===== src/hdl/sdram_mem_pkg.sv =====
// SDRAM command encoding, row and column address views, command bus type
package sdram_mem_pkg;

  // Device address and bank select widths
  localparam int ADDR_W = 11;
  localparam int BA_W   = 2;
  localparam int BANKS  = 1 << BA_W;

  // Pin order {cs_n, ras_n, cas_n, we_n}
  typedef enum logic [3:0] {
    CMD_NOP = 4'b0111,
    CMD_ACT = 4'b0011,
    CMD_RD  = 4'b0101,
    CMD_WR  = 4'b0100,
    CMD_PRE = 4'b0010,
    CMD_REF = 4'b0001
  } sdram_cmd_e;

  // Column view, A10 doubles as the all-banks flag of PRE
  typedef struct packed {
    logic              all_banks;
    logic [ADDR_W-2:0] column;
  } sdram_col_t;

  // Same address pins, decoded as a row on ACT and as a column on RD/WR/PRE
  typedef union packed {
    logic [ADDR_W-1:0] row;
    sdram_col_t        col;
  } sdram_addr_u;

  typedef struct packed {
    sdram_cmd_e      cmd;
    logic [BA_W-1:0] ba;
    sdram_addr_u     addr;
  } sdram_cmd_bus_t;

  localparam sdram_cmd_bus_t CMD_BUS_IDLE = '{cmd: CMD_NOP, ba: '0, addr: '0};

endpackage


===== src/hdl/sdram_host_pkg.sv =====
// Host request and read-return types of the scheduler port
package sdram_host_pkg;

  // Host word and DQ beat widths
  localparam int HOST_DATA_W = 32;
  localparam int DQ_W        = 16;

  // A10 is taken by the all-banks flag, so one column bit less than the row
  localparam int COL_W = sdram_mem_pkg::ADDR_W - 1;

  // One request moves one host word as one burst
  typedef struct packed {
    logic                             wr;
    logic [sdram_mem_pkg::BA_W-1:0]   ba;
    logic [sdram_mem_pkg::ADDR_W-1:0] row;
    logic [COL_W-1:0]                 col;
    logic [HOST_DATA_W-1:0]           wdata;
  } sdram_req_t;

  // One returning DQ beat
  typedef struct packed {
    logic            valid;
    logic [DQ_W-1:0] data;
  } sdram_rdata_t;

endpackage


===== src/hdl/sdram_bank_tracker.sv =====
// Bank tracker: per-bank open row state and tRCD/tRAS/tRP/tRC counters
`timescale 1ns/1ps

module sdram_bank_tracker #(
  parameter int T_RCD = 2,
  parameter int T_RAS = 5,
  parameter int T_RP  = 2,
  parameter int T_RC  = 7,
  parameter int T_RFC = 8
) (
  input  logic                                                     clk_i,
  input  logic                                                     rst_ni,
  input  sdram_mem_pkg::sdram_cmd_bus_t                            cmd_i,
  output logic [sdram_mem_pkg::BANKS-1:0]                          bank_open_o,
  output logic [sdram_mem_pkg::BANKS-1:0][sdram_mem_pkg::ADDR_W-1:0] open_row_o,
  output logic [sdram_mem_pkg::BANKS-1:0]                          act_ok_o,
  output logic [sdram_mem_pkg::BANKS-1:0]                          rw_ok_o,
  output logic [sdram_mem_pkg::BANKS-1:0]                          pre_ok_o
);

  // Wide enough for the largest timing value
  localparam int CNT_W = $clog2(T_RCD + T_RAS + T_RP + T_RC + T_RFC + 1);

  // Counter holds cycles left until the next command may be decided
  function automatic logic [CNT_W-1:0] cnt_next(
    input logic [CNT_W-1:0] cnt,
    input logic             load,
    input int               len
  );
    if (load)
    begin
      return (len > 1) ? CNT_W'(len - 1) : '0;
    end
    return (cnt != '0) ? cnt - 1'b1 : cnt;
  endfunction

  logic is_act;
  logic is_pre;
  logic is_ref;

  assign is_act = cmd_i.cmd == sdram_mem_pkg::CMD_ACT;
  assign is_pre = cmd_i.cmd == sdram_mem_pkg::CMD_PRE;
  assign is_ref = cmd_i.cmd == sdram_mem_pkg::CMD_REF;

  //////////////////////////////////////////////////////////////////////
  // Per-bank state
  //////////////////////////////////////////////////////////////////////

  for (genvar b = 0; b < sdram_mem_pkg::BANKS; b++)
  begin : gen_bank
    localparam logic [sdram_mem_pkg::BA_W-1:0] BANK_ID = b;

    logic                             sel;
    logic                             act_hit;
    logic                             pre_hit;
    logic                             busy;
    logic                             open_q;
    logic [sdram_mem_pkg::ADDR_W-1:0] row_q;
    logic [CNT_W-1:0]                 rcd_q;
    logic [CNT_W-1:0]                 ras_q;
    logic [CNT_W-1:0]                 rp_q;
    logic [CNT_W-1:0]                 rc_q;

    assign sel     = cmd_i.ba == BANK_ID;
    assign act_hit = is_act && sel;
    assign pre_hit = is_pre && (sel || cmd_i.addr.col.all_banks);
    // Command on the bus now, counters load at the next edge
    assign busy    = act_hit || pre_hit || is_ref;

    always_ff @(posedge clk_i or negedge rst_ni)
    begin
      if (!rst_ni)
      begin
        open_q <= 1'b0;
        rcd_q  <= '0;
        ras_q  <= '0;
        rp_q   <= '0;
        rc_q   <= '0;
      end
      else
      begin
        if (act_hit)
        begin
          open_q <= 1'b1;
        end
        else if (pre_hit)
        begin
          open_q <= 1'b0;
        end
        rcd_q <= cnt_next(rcd_q, act_hit, T_RCD);
        ras_q <= cnt_next(ras_q, act_hit, T_RAS);
        rp_q  <= cnt_next(rp_q, pre_hit, T_RP);
        // Refresh cycles every bank internally
        rc_q  <= cnt_next(rc_q, act_hit || is_ref, is_ref ? T_RFC : T_RC);
      end
    end

    always_ff @(posedge clk_i)
    begin
      if (act_hit)
      begin
        row_q <= cmd_i.addr.row;
      end
    end

    assign bank_open_o[b] = open_q;
    assign open_row_o[b]  = row_q;
    assign act_ok_o[b]    = (rp_q <= 1) && (rc_q <= 1) && !busy;
    assign rw_ok_o[b]     = (rcd_q <= 1) && !busy;
    assign pre_ok_o[b]    = (ras_q <= 1) && !busy;

    // Sequencer must never activate a bank that is still open
    a_act_closed : assert property (@(posedge clk_i) disable iff (!rst_ni)
      act_hit |-> !open_q);
  end

endmodule


===== src/hdl/sdram_refresh_timer.sv =====
// Refresh timer: interval counter, pending refresh count and tRFC counter
`timescale 1ns/1ps

module sdram_refresh_timer #(
  parameter int T_RFC            = 8,
  parameter int REFRESH_INTERVAL = 780
) (
  input  logic                          clk_i,
  input  logic                          rst_ni,
  input  sdram_mem_pkg::sdram_cmd_bus_t cmd_i,
  output logic                          refresh_due_o,
  output logic                          ref_ok_o
);

  localparam int INT_W  = $clog2(REFRESH_INTERVAL + 1);
  localparam int RFC_W  = $clog2(T_RFC + 1);
  localparam int PEND_W = 3;

  logic [INT_W-1:0]  interval_q;
  logic [PEND_W-1:0] pending_q;
  logic [RFC_W-1:0]  rfc_q;
  logic              expire;
  logic              ref_seen;

  assign ref_seen = cmd_i.cmd == sdram_mem_pkg::CMD_REF;
  assign expire   = interval_q == INT_W'(1);

  //////////////////////////////////////////////////////////////////////
  // Interval and pending count
  //////////////////////////////////////////////////////////////////////

  always_ff @(posedge clk_i or negedge rst_ni)
  begin
    if (!rst_ni)
    begin
      interval_q <= INT_W'(REFRESH_INTERVAL);
      pending_q  <= '0;
    end
    else
    begin
      interval_q <= expire ? INT_W'(REFRESH_INTERVAL) : interval_q - 1'b1;
      case ({expire, ref_seen && (pending_q != '0)})
        2'b10:   pending_q <= pending_q + 1'b1;
        2'b01:   pending_q <= pending_q - 1'b1;
        default: pending_q <= pending_q;
      endcase
    end
  end

  // REF recovery, nothing may follow within tRFC
  always_ff @(posedge clk_i or negedge rst_ni)
  begin
    if (!rst_ni)
    begin
      rfc_q <= '0;
    end
    else if (ref_seen)
    begin
      rfc_q <= (T_RFC > 1) ? RFC_W'(T_RFC - 1) : '0;
    end
    else if (rfc_q != '0)
    begin
      rfc_q <= rfc_q - 1'b1;
    end
  end

  assign refresh_due_o = pending_q != '0;
  assign ref_ok_o      = (rfc_q <= 1) && !ref_seen;

  // Sequencer falls this far behind only if refreshes are starved
  a_pend_no_ovf : assert property (@(posedge clk_i) disable iff (!rst_ni)
    (expire && !ref_seen) |-> (pending_q != '1));

endmodule


===== src/hdl/sdram_cmd_sequencer.sv =====
// Command sequencer: command choice, host handshake, write and read data paths
`timescale 1ns/1ps

module sdram_cmd_sequencer #(
  parameter int DQ_W        = sdram_host_pkg::DQ_W,
  parameter int HOST_DATA_W = sdram_host_pkg::HOST_DATA_W,
  parameter int CAS_LATENCY = 2
) (
  input  logic                                                     clk_i,
  input  logic                                                     rst_ni,
  input  sdram_host_pkg::sdram_req_t                               req_i,
  input  logic                                                     req_valid_i,
  output logic                                                     req_ready_o,
  input  logic [sdram_mem_pkg::BANKS-1:0]                          bank_open_i,
  input  logic [sdram_mem_pkg::BANKS-1:0][sdram_mem_pkg::ADDR_W-1:0] open_row_i,
  input  logic [sdram_mem_pkg::BANKS-1:0]                          act_ok_i,
  input  logic [sdram_mem_pkg::BANKS-1:0]                          rw_ok_i,
  input  logic [sdram_mem_pkg::BANKS-1:0]                          pre_ok_i,
  input  logic                                                     refresh_due_i,
  input  logic                                                     ref_ok_i,
  output sdram_mem_pkg::sdram_cmd_bus_t                            cmd_o,
  output logic [DQ_W-1:0]                                          dq_o,
  output logic                                                     dq_oe_o,
  input  logic [DQ_W-1:0]                                          dq_i,
  output sdram_host_pkg::sdram_rdata_t                             rdata_o
);

  localparam int BURST_LEN = HOST_DATA_W / DQ_W;
  localparam int BEAT_W    = $clog2(BURST_LEN) + 1;
  localparam int RD_PIPE_W = CAS_LATENCY + BURST_LEN - 1;
  // Read valid window as seen one cycle after the RD decision
  localparam logic [RD_PIPE_W-1:0] RD_WINDOW =
    RD_PIPE_W'({BURST_LEN{1'b1}}) << (CAS_LATENCY - 1);

  sdram_mem_pkg::sdram_cmd_bus_t cmd_d;
  sdram_mem_pkg::sdram_cmd_bus_t cmd_q;
  logic                          ready_q;
  logic                          issue_rd;
  logic                          issue_wr;
  logic [HOST_DATA_W-1:0]        wr_data_q;
  logic [BEAT_W-1:0]             wr_left_q;
  logic                          dq_oe_q;
  logic [RD_PIPE_W-1:0]          rd_pipe_q;
  logic                          rd_valid_q;
  logic                          req_act;
  logic                          row_hit;
  logic                          req_bank_open;
  logic                          wr_busy;
  logic                          rd_busy;
  logic                          rd_path_free;
  logic                          wr_path_free;
  logic                          pre_quiet;
  logic                          all_pre_ok;

  //////////////////////////////////////////////////////////////////////
  // Request and bus status
  //////////////////////////////////////////////////////////////////////

  // Request already served while ready is high
  assign req_act       = req_valid_i && !ready_q;
  assign req_bank_open = bank_open_i[req_i.ba];
  assign row_hit       = req_bank_open && (open_row_i[req_i.ba] == req_i.row);

  // Write beats still to go after this cycle
  assign wr_busy      = dq_oe_q && (wr_left_q != '0);
  // Earlier read burst not yet BURST_LEN cycles old
  assign rd_busy      = |(rd_pipe_q >> CAS_LATENCY);
  assign rd_path_free = !wr_busy && !rd_busy;
  // Bus turnaround, WR waits until all read beats are back
  assign wr_path_free = !wr_busy && (rd_pipe_q == '0) && !rd_valid_q;
  assign pre_quiet    = !dq_oe_q && !rd_busy;
  assign all_pre_ok   = &(pre_ok_i | ~bank_open_i);

  //////////////////////////////////////////////////////////////////////
  // Command choice
  //////////////////////////////////////////////////////////////////////

  always_comb
  begin
    cmd_d     = cmd_q;
    cmd_d.cmd = sdram_mem_pkg::CMD_NOP;
    issue_rd  = 1'b0;
    issue_wr  = 1'b0;

    // Nothing at all during tRFC
    if (ref_ok_i)
    begin
      if (refresh_due_i)
      begin
        if (|bank_open_i)
        begin
          if (all_pre_ok && pre_quiet)
          begin
            cmd_d.cmd                = sdram_mem_pkg::CMD_PRE;
            cmd_d.addr.col.all_banks = 1'b1;
          end
        end
        else if (&act_ok_i)
        begin
          cmd_d.cmd = sdram_mem_pkg::CMD_REF;
        end
      end
      else if (req_act)
      begin
        if (row_hit)
        begin
          if (rw_ok_i[req_i.ba] && (req_i.wr ? wr_path_free : rd_path_free))
          begin
            cmd_d.cmd                = req_i.wr ? sdram_mem_pkg::CMD_WR : sdram_mem_pkg::CMD_RD;
            cmd_d.ba                 = req_i.ba;
            cmd_d.addr.col.all_banks = 1'b0;
            cmd_d.addr.col.column    = req_i.col;
            issue_wr                 = req_i.wr;
            issue_rd                 = !req_i.wr;
          end
        end
        else if (req_bank_open)
        begin
          // Row conflict
          if (pre_ok_i[req_i.ba] && pre_quiet)
          begin
            cmd_d.cmd                = sdram_mem_pkg::CMD_PRE;
            cmd_d.ba                 = req_i.ba;
            cmd_d.addr.col.all_banks = 1'b0;
          end
        end
        else if (act_ok_i[req_i.ba])
        begin
          cmd_d.cmd      = sdram_mem_pkg::CMD_ACT;
          cmd_d.ba       = req_i.ba;
          cmd_d.addr.row = req_i.row;
        end
      end
    end
  end

  always_ff @(posedge clk_i or negedge rst_ni)
  begin
    if (!rst_ni)
    begin
      cmd_q   <= sdram_mem_pkg::CMD_BUS_IDLE;
      ready_q <= 1'b0;
    end
    else
    begin
      cmd_q   <= cmd_d;
      ready_q <= issue_rd || issue_wr;
    end
  end

  //////////////////////////////////////////////////////////////////////
  // Write data, low beat first
  //////////////////////////////////////////////////////////////////////

  always_ff @(posedge clk_i or negedge rst_ni)
  begin
    if (!rst_ni)
    begin
      dq_oe_q   <= 1'b0;
      wr_left_q <= '0;
    end
    else if (issue_wr)
    begin
      dq_oe_q   <= 1'b1;
      wr_left_q <= BEAT_W'(BURST_LEN - 1);
    end
    else if (dq_oe_q)
    begin
      if (wr_left_q == '0)
      begin
        dq_oe_q <= 1'b0;
      end
      else
      begin
        wr_left_q <= wr_left_q - 1'b1;
      end
    end
  end

  always_ff @(posedge clk_i)
  begin
    if (issue_wr)
    begin
      wr_data_q <= req_i.wdata;
    end
    else if (dq_oe_q)
    begin
      wr_data_q <= wr_data_q >> DQ_W;
    end
  end

  //////////////////////////////////////////////////////////////////////
  // Read return window
  //////////////////////////////////////////////////////////////////////

  always_ff @(posedge clk_i or negedge rst_ni)
  begin
    if (!rst_ni)
    begin
      rd_pipe_q  <= '0;
      rd_valid_q <= 1'b0;
    end
    else
    begin
      // Back-to-back windows overlap in flight
      rd_pipe_q  <= (rd_pipe_q >> 1) | (issue_rd ? RD_WINDOW : '0);
      rd_valid_q <= rd_pipe_q[0];
    end
  end

  assign cmd_o       = cmd_q;
  assign req_ready_o = ready_q;
  assign dq_o        = wr_data_q[DQ_W-1:0];
  assign dq_oe_o     = dq_oe_q;
  assign rdata_o     = '{valid: rd_valid_q, data: dq_i};

  // Never drive DQ while read data is returning
  a_dq_dir : assert property (@(posedge clk_i) disable iff (!rst_ni)
    !(dq_oe_q && rd_valid_q));

endmodule


===== src/hdl/sdram_scheduler_top.sv =====
// Scheduler top level: bank tracker, refresh timer and command sequencer
`timescale 1ns/1ps

module sdram_scheduler_top #(
  parameter int DQ_W             = sdram_host_pkg::DQ_W,
  parameter int HOST_DATA_W      = sdram_host_pkg::HOST_DATA_W,
  parameter int T_RCD            = 2,
  parameter int T_RAS            = 5,
  parameter int T_RP             = 2,
  parameter int T_RC             = 7,
  parameter int T_RFC            = 8,
  parameter int CAS_LATENCY      = 2,
  parameter int REFRESH_INTERVAL = 780
) (
  input  logic                          clk_i,
  input  logic                          rst_ni,
  input  sdram_host_pkg::sdram_req_t    req_i,
  input  logic                          req_valid_i,
  output logic                          req_ready_o,
  output sdram_mem_pkg::sdram_cmd_bus_t cmd_o,
  output logic [DQ_W-1:0]               dq_o,
  output logic                          dq_oe_o,
  input  logic [DQ_W-1:0]               dq_i,
  output sdram_host_pkg::sdram_rdata_t  rdata_o
);

  logic [sdram_mem_pkg::BANKS-1:0]                            bank_open;
  logic [sdram_mem_pkg::BANKS-1:0][sdram_mem_pkg::ADDR_W-1:0] open_row;
  logic [sdram_mem_pkg::BANKS-1:0]                            act_ok;
  logic [sdram_mem_pkg::BANKS-1:0]                            rw_ok;
  logic [sdram_mem_pkg::BANKS-1:0]                            pre_ok;
  logic                                                       refresh_due;
  logic                                                       ref_ok;

  sdram_bank_tracker #(
    .T_RCD (T_RCD),
    .T_RAS (T_RAS),
    .T_RP  (T_RP),
    .T_RC  (T_RC),
    .T_RFC (T_RFC)
  ) u_bank_tracker (
    .clk_i       (clk_i),
    .rst_ni      (rst_ni),
    .cmd_i       (cmd_o),
    .bank_open_o (bank_open),
    .open_row_o  (open_row),
    .act_ok_o    (act_ok),
    .rw_ok_o     (rw_ok),
    .pre_ok_o    (pre_ok)
  );

  sdram_refresh_timer #(
    .T_RFC            (T_RFC),
    .REFRESH_INTERVAL (REFRESH_INTERVAL)
  ) u_refresh_timer (
    .clk_i         (clk_i),
    .rst_ni        (rst_ni),
    .cmd_i         (cmd_o),
    .refresh_due_o (refresh_due),
    .ref_ok_o      (ref_ok)
  );

  sdram_cmd_sequencer #(
    .DQ_W        (DQ_W),
    .HOST_DATA_W (HOST_DATA_W),
    .CAS_LATENCY (CAS_LATENCY)
  ) u_cmd_sequencer (
    .clk_i         (clk_i),
    .rst_ni        (rst_ni),
    .req_i         (req_i),
    .req_valid_i   (req_valid_i),
    .req_ready_o   (req_ready_o),
    .bank_open_i   (bank_open),
    .open_row_i    (open_row),
    .act_ok_i      (act_ok),
    .rw_ok_i       (rw_ok),
    .pre_ok_i      (pre_ok),
    .refresh_due_i (refresh_due),
    .ref_ok_i      (ref_ok),
    .cmd_o         (cmd_o),
    .dq_o          (dq_o),
    .dq_oe_o       (dq_oe_o),
    .dq_i          (dq_i),
    .rdata_o       (rdata_o)
  );

endmodule


===== config.mk =====
export PLATFORM = sky130hd
export DESIGN_NAME = sdram_scheduler_top
export DESIGN_NICKNAME = d
export VERILOG_FILES = /design/src/hdl/sdram_mem_pkg.sv /design/src/hdl/sdram_host_pkg.sv /design/src/hdl/sdram_bank_tracker.sv /design/src/hdl/sdram_refresh_timer.sv /design/src/hdl/sdram_cmd_sequencer.sv /design/src/hdl/sdram_scheduler_top.sv
export SDC_FILE = /design/constraint.sdc
export NUM_CORES = 1
export LEC_CHECK = 0
export BUFFER_PORTS_ARGS = -buffer_cell sky130_fd_sc_hd__buf_4
export CORE_ASPECT_RATIO = 0.9
export CORE_MARGIN = 3
export CORE_UTILIZATION = 50
export DETAILED_ROUTE_END_ITERATION = 10
export HOLD_SLACK_MARGIN = 0.12
export PLACE_DENSITY = 0.79
export SLEW_MARGIN = 25
export SYNTH_ARGS = -nofsm -noshare
export SYNTH_HDL_FRONTEND = slang
export SYNTH_HIERARCHICAL = 1
export SYNTH_SLANG_ARGS = --single-unit

===== constraint.sdc =====
create_clock -name clk_i -period 8.85 [get_ports clk_i]
set_input_delay 0.885 -clock clk_i [delete_from_list [all_inputs] [get_ports clk_i]]
set_output_delay 0.885 -clock clk_i [all_outputs]
set_load 0.05 [all_outputs]

# After elaboration in Yosys (flattened, before gate mapping)
# Index checks and enable logic that the tools add are counted.
# totals
wordCells	342
regBits	202
inputBits	75
output_inout_bits	52
# classes
order_cmp	19
reduce_logical	120
n_bitwise	4
n_eq_ne	18
addsub	22
n_mux	122
# ops
operator	count
$mux 5	49
$le 5x1->1 const B	16
$reduce_bool 5->1	16
$sub 5x1->5 const B	16
$mux 17	4
$mux 32	2
$reduce_bool 2->1	26
$mux 1	42
$logic_and 1x1->1	36
$gt 32x2->1 const B	1
$mux 10	3
$bmux 11 s2	1
$mux 4	5
$logic_or 1x1->1	17
$mux 16	1
$reduce_and 6->1	2
$eq 11x11->1	1
$logic_not 1->1	11
$mux 11	1
$eq 10x1->1 const B	1
$sub 10x1->10 const B	1
$mux 3	3
$bmux 1 s2	4
$eq 4x2->1 const B	2
other kinds (31)	44

# Logic depth before layout (Yosys ltp)
# logic_depth
depth_word	17
mapped_depth	13
mapped_depth_nobuf	11

# By module
# The synthesis kept the hierarchy.
# by_module_without_submodules
mod	area_each_um2	cells_per_inst	seq_area_each_um2	instances
sdram_bank_tracker	6018.3	527	3423.3	1
sdram_cmd_sequencer	3278.1	299	1565.3	1
sdram_refresh_timer	947.2	92	430.4	1

# Worst setup path after synthesis
# No wires, ideal clock.
# synth_timing
kind	input to register
start	input req_i[53] (netlist name)
end	register u_cmd_sequencer.wr_data_q[0] (enable)
path_buffers	2
slack_ns	5.286
setup_ns	0.375
path_stages	9
required_ns	8.475
arrival_ns	3.190
cell_sequence	buf_6 -> mux4_2 -> xor2_1 -> nor4_2 -> o2111ai_2 -> nor3_2 -> and3_1 -> buf_2 -> or2_2
# synth_between
elab_chain_len	9
elab_cells_between_ends	15
classes_between	1 x eq/ne; 11 x mux; 3 x reduce/logical
# synth_rtl
element	line	source
from (decl)	sdram_scheduler_top.sv:17	input sdram_host_pkg::sdram_req_t req_i,
$bmux 11 s2 or $bmux 1 s2 (tied branches)	sdram_cmd_sequencer.sv:62, sdram_cmd_sequencer.sv:107	
$mux 11 (implied by the code) or $mux 1 (tied branches)	sdram_cmd_sequencer.sv:62, sdram_cmd_sequencer.sv:107	
$eq 11x11->1 or $logic_and 1x1->1 (tied branches)	sdram_cmd_sequencer.sv:62, sdram_cmd_sequencer.sv:107	
$logic_and 1x1->1 or $mux 1 (tied branches)	sdram_cmd_sequencer.sv:62, sdram_cmd_sequencer.sv:107	
$mux 1 *	sdram_cmd_sequencer.sv:105	if (row_hit)
$mux 1 *	sdram_cmd_sequencer.sv:103	else if (req_act)
$mux 1 *	sdram_cmd_sequencer.sv:88	if (refresh_due_i)
$mux 1 *	sdram_cmd_sequencer.sv:86	if (ref_ok_i)
$reduce_bool 2->1 (no source line) *	--	
to (signal assigned)	sdram_cmd_sequencer.sv:184	wr_data_q <= req_i.wdata;
to (signal assigned)	sdram_cmd_sequencer.sv:188	wr_data_q <= wr_data_q >> DQ_W;
to (decl)	sdram_cmd_sequencer.sv:40	logic [HOST_DATA_W-1:0] wr_data_q;
# Every way passes the cells marked *; elsewhere a longest branch is shown, timed or not. The select of a mux whose other input is x is not followed.
# A chain may end at the register's enable or synchronous reset.

# Final worst setup path
# layout_timing
start	register u_cmd_sequencer.cmd_q (netlist bit u_cmd_sequencer/cmd_o[14])
end	register u_cmd_sequencer.wr_data_q[30] (enable)
# layout_between
elab_cells_between_ends	38
classes_between	3 x eq/ne; 7 x mux; 28 x reduce/logical
# layout_lines
element	line	source
from (decl)	sdram_cmd_sequencer.sv:36	sdram_mem_pkg::sdram_cmd_bus_t cmd_q;
from (signal assigned)	sdram_cmd_sequencer.sv:141	cmd_q <= sdram_mem_pkg::CMD_BUS_IDLE;
from (signal assigned)	sdram_cmd_sequencer.sv:146	cmd_q <= cmd_d;
$eq 4x1->1	sdram_refresh_timer.sv:25	assign ref_seen = cmd_i.cmd == sdram_mem_pkg::CMD_REF;
$logic_not 1->1	sdram_refresh_timer.sv:68	assign ref_ok_o = (rfc_q <= 1) && !ref_seen;
$logic_and 1x1->1	sdram_refresh_timer.sv:68	
via ref_ok	sdram_scheduler_top.sv:33	logic ref_ok;
$mux 1	sdram_cmd_sequencer.sv:86	
$reduce_bool 2->1 (no source line)	--	
# The timed path passes the listed nets, and every way through them passes these cells. The select of a mux whose other input is x is not followed.

==> key figures <==
Worst setup path
  – Worst setup endpoint: u_cmd_sequencer/wr_data_q[30]$_SDFFCE_PN0P_
  – Bufs and invs on worst path: 1
  – Slowest CP cell: and3_1
  – Worst reg2reg path endpoint: u_cmd_sequencer/wr_data_q[30]$_SDFFCE_PN0P_
  – CP arrival: 4.46 ns
  – Logic depth of the worst path, buffers included: 6
  – CP startpoint: u_cmd_sequencer/cmd_o[14]$_DFF_PN1_
  – R2r setup slk: 4.50 ns
  – Crit-path leading delay family: simple AND/OR/NAND/NOR gates
  – WS Path Type: reg -> reg
  – Required time of the critical path: 8.96 ns
  – Startpoint Class: flop
  – Critical path capture point type: flop
  – R2R cell count: 6
  – Slowest stage delay, CP: 0.93 ns
  – CP cell instances: nor4b_1, nor4_1, inv_1, nor3b_1, and3_1, or2_2
  – FF-to-FF Start: u_cmd_sequencer/cmd_o[14]$_DFF_PN1_
  – Worst-path fanout max: 34

Placed design
  – I/O Buffers: 93
  – Cell Area, Placed: 0.0109 mm²
  – DP Wirelength: 14800 µm
  – Placer Congestion: 0.825

STA
  – Normalized max-slew margin: 30.5%
  – Final Skew: 0.0159 ns
  – Max Clk Rate: 0.230 GHz
  – Final Hold Vio Count: 0
  – Slew Limit Fails: 0
  – RSZ-0062 raised after global routing: false
  – Setup Total Neg Slack: 0 ns
  – Tmin final: 4.35 ns
  – Setup Viol. Count Final: 0
  – Final worst-path cycle share: 49.1%
  – Slew of the pin with the lowest slew margin: 1.04 ns

Routing
  – ANT nets after route: 0
  – Post-route DRC violation count: 0
  – DR WL/cell: 16.8 µm
  – Via-to-Cell Ratio: 5.58
  – DR vias: 6980
  – Drt total wl: 21000 µm
  – Starting DRT DRC Count: 506
  – Pre-antenna DRT Iters: 5

Clock network
  – Post-CTS Setup Bufs: 0
  – Clock latency on the worst-skew pair: 0.49 ns
  – Post-cts resize count: 0
  – CTS clk-pin slew, worst paths: 0.06 ns
  – Root Buffer: clkbuf_16
  – Clock sinks: 201
  – CTS tree: yes
  – TritonCTS buffer count: 20
  – CTS Hold Bufs: 0
  – Clock Tree Buf Depth: 3
  – H-tree depth: 1

Floorplan
  – # rows: 49
  – Die ar.: 0.0222 mm²
  – Initial Util: 51.1%
  – Die Wd: 157 µm
  – Top Ports: 127
  – Core ar.: 0.0200 mm²
  – Die H: 142 µm

Power and ir drop
  – Leakage Power: 4.83 nW
  – Pwr Density: 269 mW/mm²
  – Max IR drop VDD: 195 µV

Global route
  – First-pass GRT wire length: 33700 µm
  – GRT Util Overall: 18.6%
  – Initial antenna violation count: 0
  – Vias in the first global route: 6749
  – Grt ovf: 0
  – Largest net degree at the start of global routing: 50

Logic synthesis
  – Synthesis Warnings: 6
  – Synthesized area: 0.0102 mm²
  – Syn avg cell area: 11.2 µm²
  – Syn nets: 1032
  – Mapped Cells: 918
  – Synth unique cells: 72
  – Fraction of registers with async set/reset: 62.2%
  – Post-synth top flop: dfrtp_1
  – Seq/Total Area, Yosys: 52.9%
  – Post-synth EDFFs: 76
  – Flops & latches, synth: 201

Hold path
  – Hold WC Path Type: in -> async

Cells and area
  – Layout cells sized above 1: 19.1%
  – Fill count: 1553
  – Post-layout nets: 1095
  – Ant. Diodes: 0
  – Area Overhead vs Synth: 13.2%
  – Post-route cell area: 0.0116 mm²

Status
  – Outcome: completed

Flow run
  – Max-cap viol count: 0
final cells by class:
type                       instances  area, µm²  area share (%)
tap                              255        319            2.75
sequential                       201       5420            46.7
inverter                          75        282            2.43
timing repair buffer              97        728            6.28
clock buffer                      27        589            5.08
clock inverter                     9        103           0.885
multi-input combinational        586       4160            35.8
per-stage QoR:
| step | cells | utilization [%] | setup slack [ns] | hold slack (ns) | total power [W] |
|---|---|---|---|---|---|
| global route | 1250 | 57.8 | 4.10 | 0.384 | 0.00332 |
| floorplan | 918 | - | 5.29 | 0.354 | 0.00203 |
| CTS | 1250 | 57.8 | 4.52 | 0.377 | 0.00313 |
| global placement | 1214 | 54.4 | 4.15 | 0.358 | 0.00219 |
| finish | 1250 | 57.8 | 4.50 | 0.376 | 0.00312 |
| detailed placement | 1214 | 54.4 | 4.07 | 0.364 | 0.00224 |
cell usage after synthesis (19+ instances only):
library cell / number / share of area [%]
dfrtp_1: 118 / 29
nand2_1: 82 / 3.0
edfxtp_1: 76 / 22
nor2_1: 74 / 2.7
inv_1: 72 / 2.6
nor3_1: 51 / 2.5
buf_4: 42 / 3.1
ha_1: 38 / 4.6
xnor2_1: 34 / 2.9
o21ai_0: 23 / 1.1
a211oi_1: 22 / 1.6
a21oi_1: 19 / 0.93
logic make-up after synthesis:
| logic type | share of synthesized area, % |
|---|---|
| compound gates | 8.99 |
| xor+xnor | 3.68 |
| fa+ha+maj | 4.84 |
| buf+inv | 6.58 |
| flops | 52.9 |
| mux | 4.29 |
| other cells | 0.0366 |
| simple gates | 18.7 |
worst reg2reg max path: cells and delay by family (launching register included):
| family | cells | cell delay (ns) |
|---|---|---|
| simple gates | 5 | 3.21 |
| flops | 1 | 0.64 |
| buf+inv | 1 | 0.12 |
per-layer routing:
layer  part of all wire [%]  vias up  global-route usage (%)
met5                      0        -                       0
met4                    1.8        0                    4.51
met3                    6.1       31                    3.29
met2                     47      198                    29.8
met1                     45     3408                    26.5
li1                       -     3343                       -
worst min path at each step:
| stage | slack [ns] | endpoint | startpoint | depth (start not counted) |
|---|---|---|---|---|
| 2_1_floorplan | 0.35 | u_cmd_sequencer/rd_pipe_q[0]$_DFF_PN0_ | u_cmd_sequencer/rd_pipe_q[1]$_DFF_PN0_ | 0 |
| 3_3_place_gp | 0.36 | u_cmd_sequencer/rd_pipe_q[0]$_DFF_PN0_ | u_cmd_sequencer/rd_pipe_q[1]$_DFF_PN0_ | 0 |
| 3_5_place_dp | 0.36 | u_cmd_sequencer/rd_valid_q$_DFF_PN0_ | u_cmd_sequencer/rd_pipe_q[0]$_DFF_PN0_ | 0 |
| 4_1_cts | 0.38 | u_bank_tracker/gen_bank[2].open_q$_DFFE_PN0P_ | rst_ni | 1 |
| 5_1_grt | 0.38 | u_cmd_sequencer/rd_pipe_q[0]$_DFF_PN0_ | u_cmd_sequencer/rd_pipe_q[1]$_DFF_PN0_ | 0 |
| 6_report | 0.38 | u_bank_tracker/gen_bank[0].rp_q[2]$_DFFE_PN0P_ | rst_ni | 1 |
sequential cells by signal, indices dropped and copies added, names as in the netlist, 2 cells and up:
name	flops
u_bank_tracker/gen_bank.row_q	44
u_bank_tracker/gen_bank.ras_q	20
u_bank_tracker/gen_bank.rc_q	20
u_refresh_timer/interval_q	10
u_cmd_sequencer/wr_data_q	32
u_bank_tracker/gen_bank.open_q	4
u_bank_tracker/gen_bank.rp_q	20
u_cmd_sequencer/cmd_o	16
u_refresh_timer/pending_q	3
u_refresh_timer/rfc_q	4
u_cmd_sequencer/rd_pipe_q	3
u_cmd_sequencer/wr_left_q	2
u_bank_tracker/gen_bank.rcd_q	20
cell usage in the layout, fill, tap and decap left out, types with 10 or more instances in the layout:
cell type,Yosys,layout
a211oi_1,22,22
mux4_2,13,13
o21ai_1,13,14
o21ai_0,23,22
a22oi_1,10,10
nand2_1,82,82
dfrtp_1,118,118
nand2b_1,16,16
edfxtp_1,76,76
buf_4,42,97
o211ai_1,17,17
nor2_1,74,74
inv_1,72,72
ha_1,38,38
clkbuf_16,0,22
nor3_1,51,51
and2_1,17,17
xnor2_1,34,34
a21oi_1,19,19
report_power, final:
part | switching (W) | internal [W]
clock network | 0.000354 | 0.000529
registers | 0.000200 | 0.00114
logic | 0.000465 | 0.000433
Power figures use the tool's default switching activity.
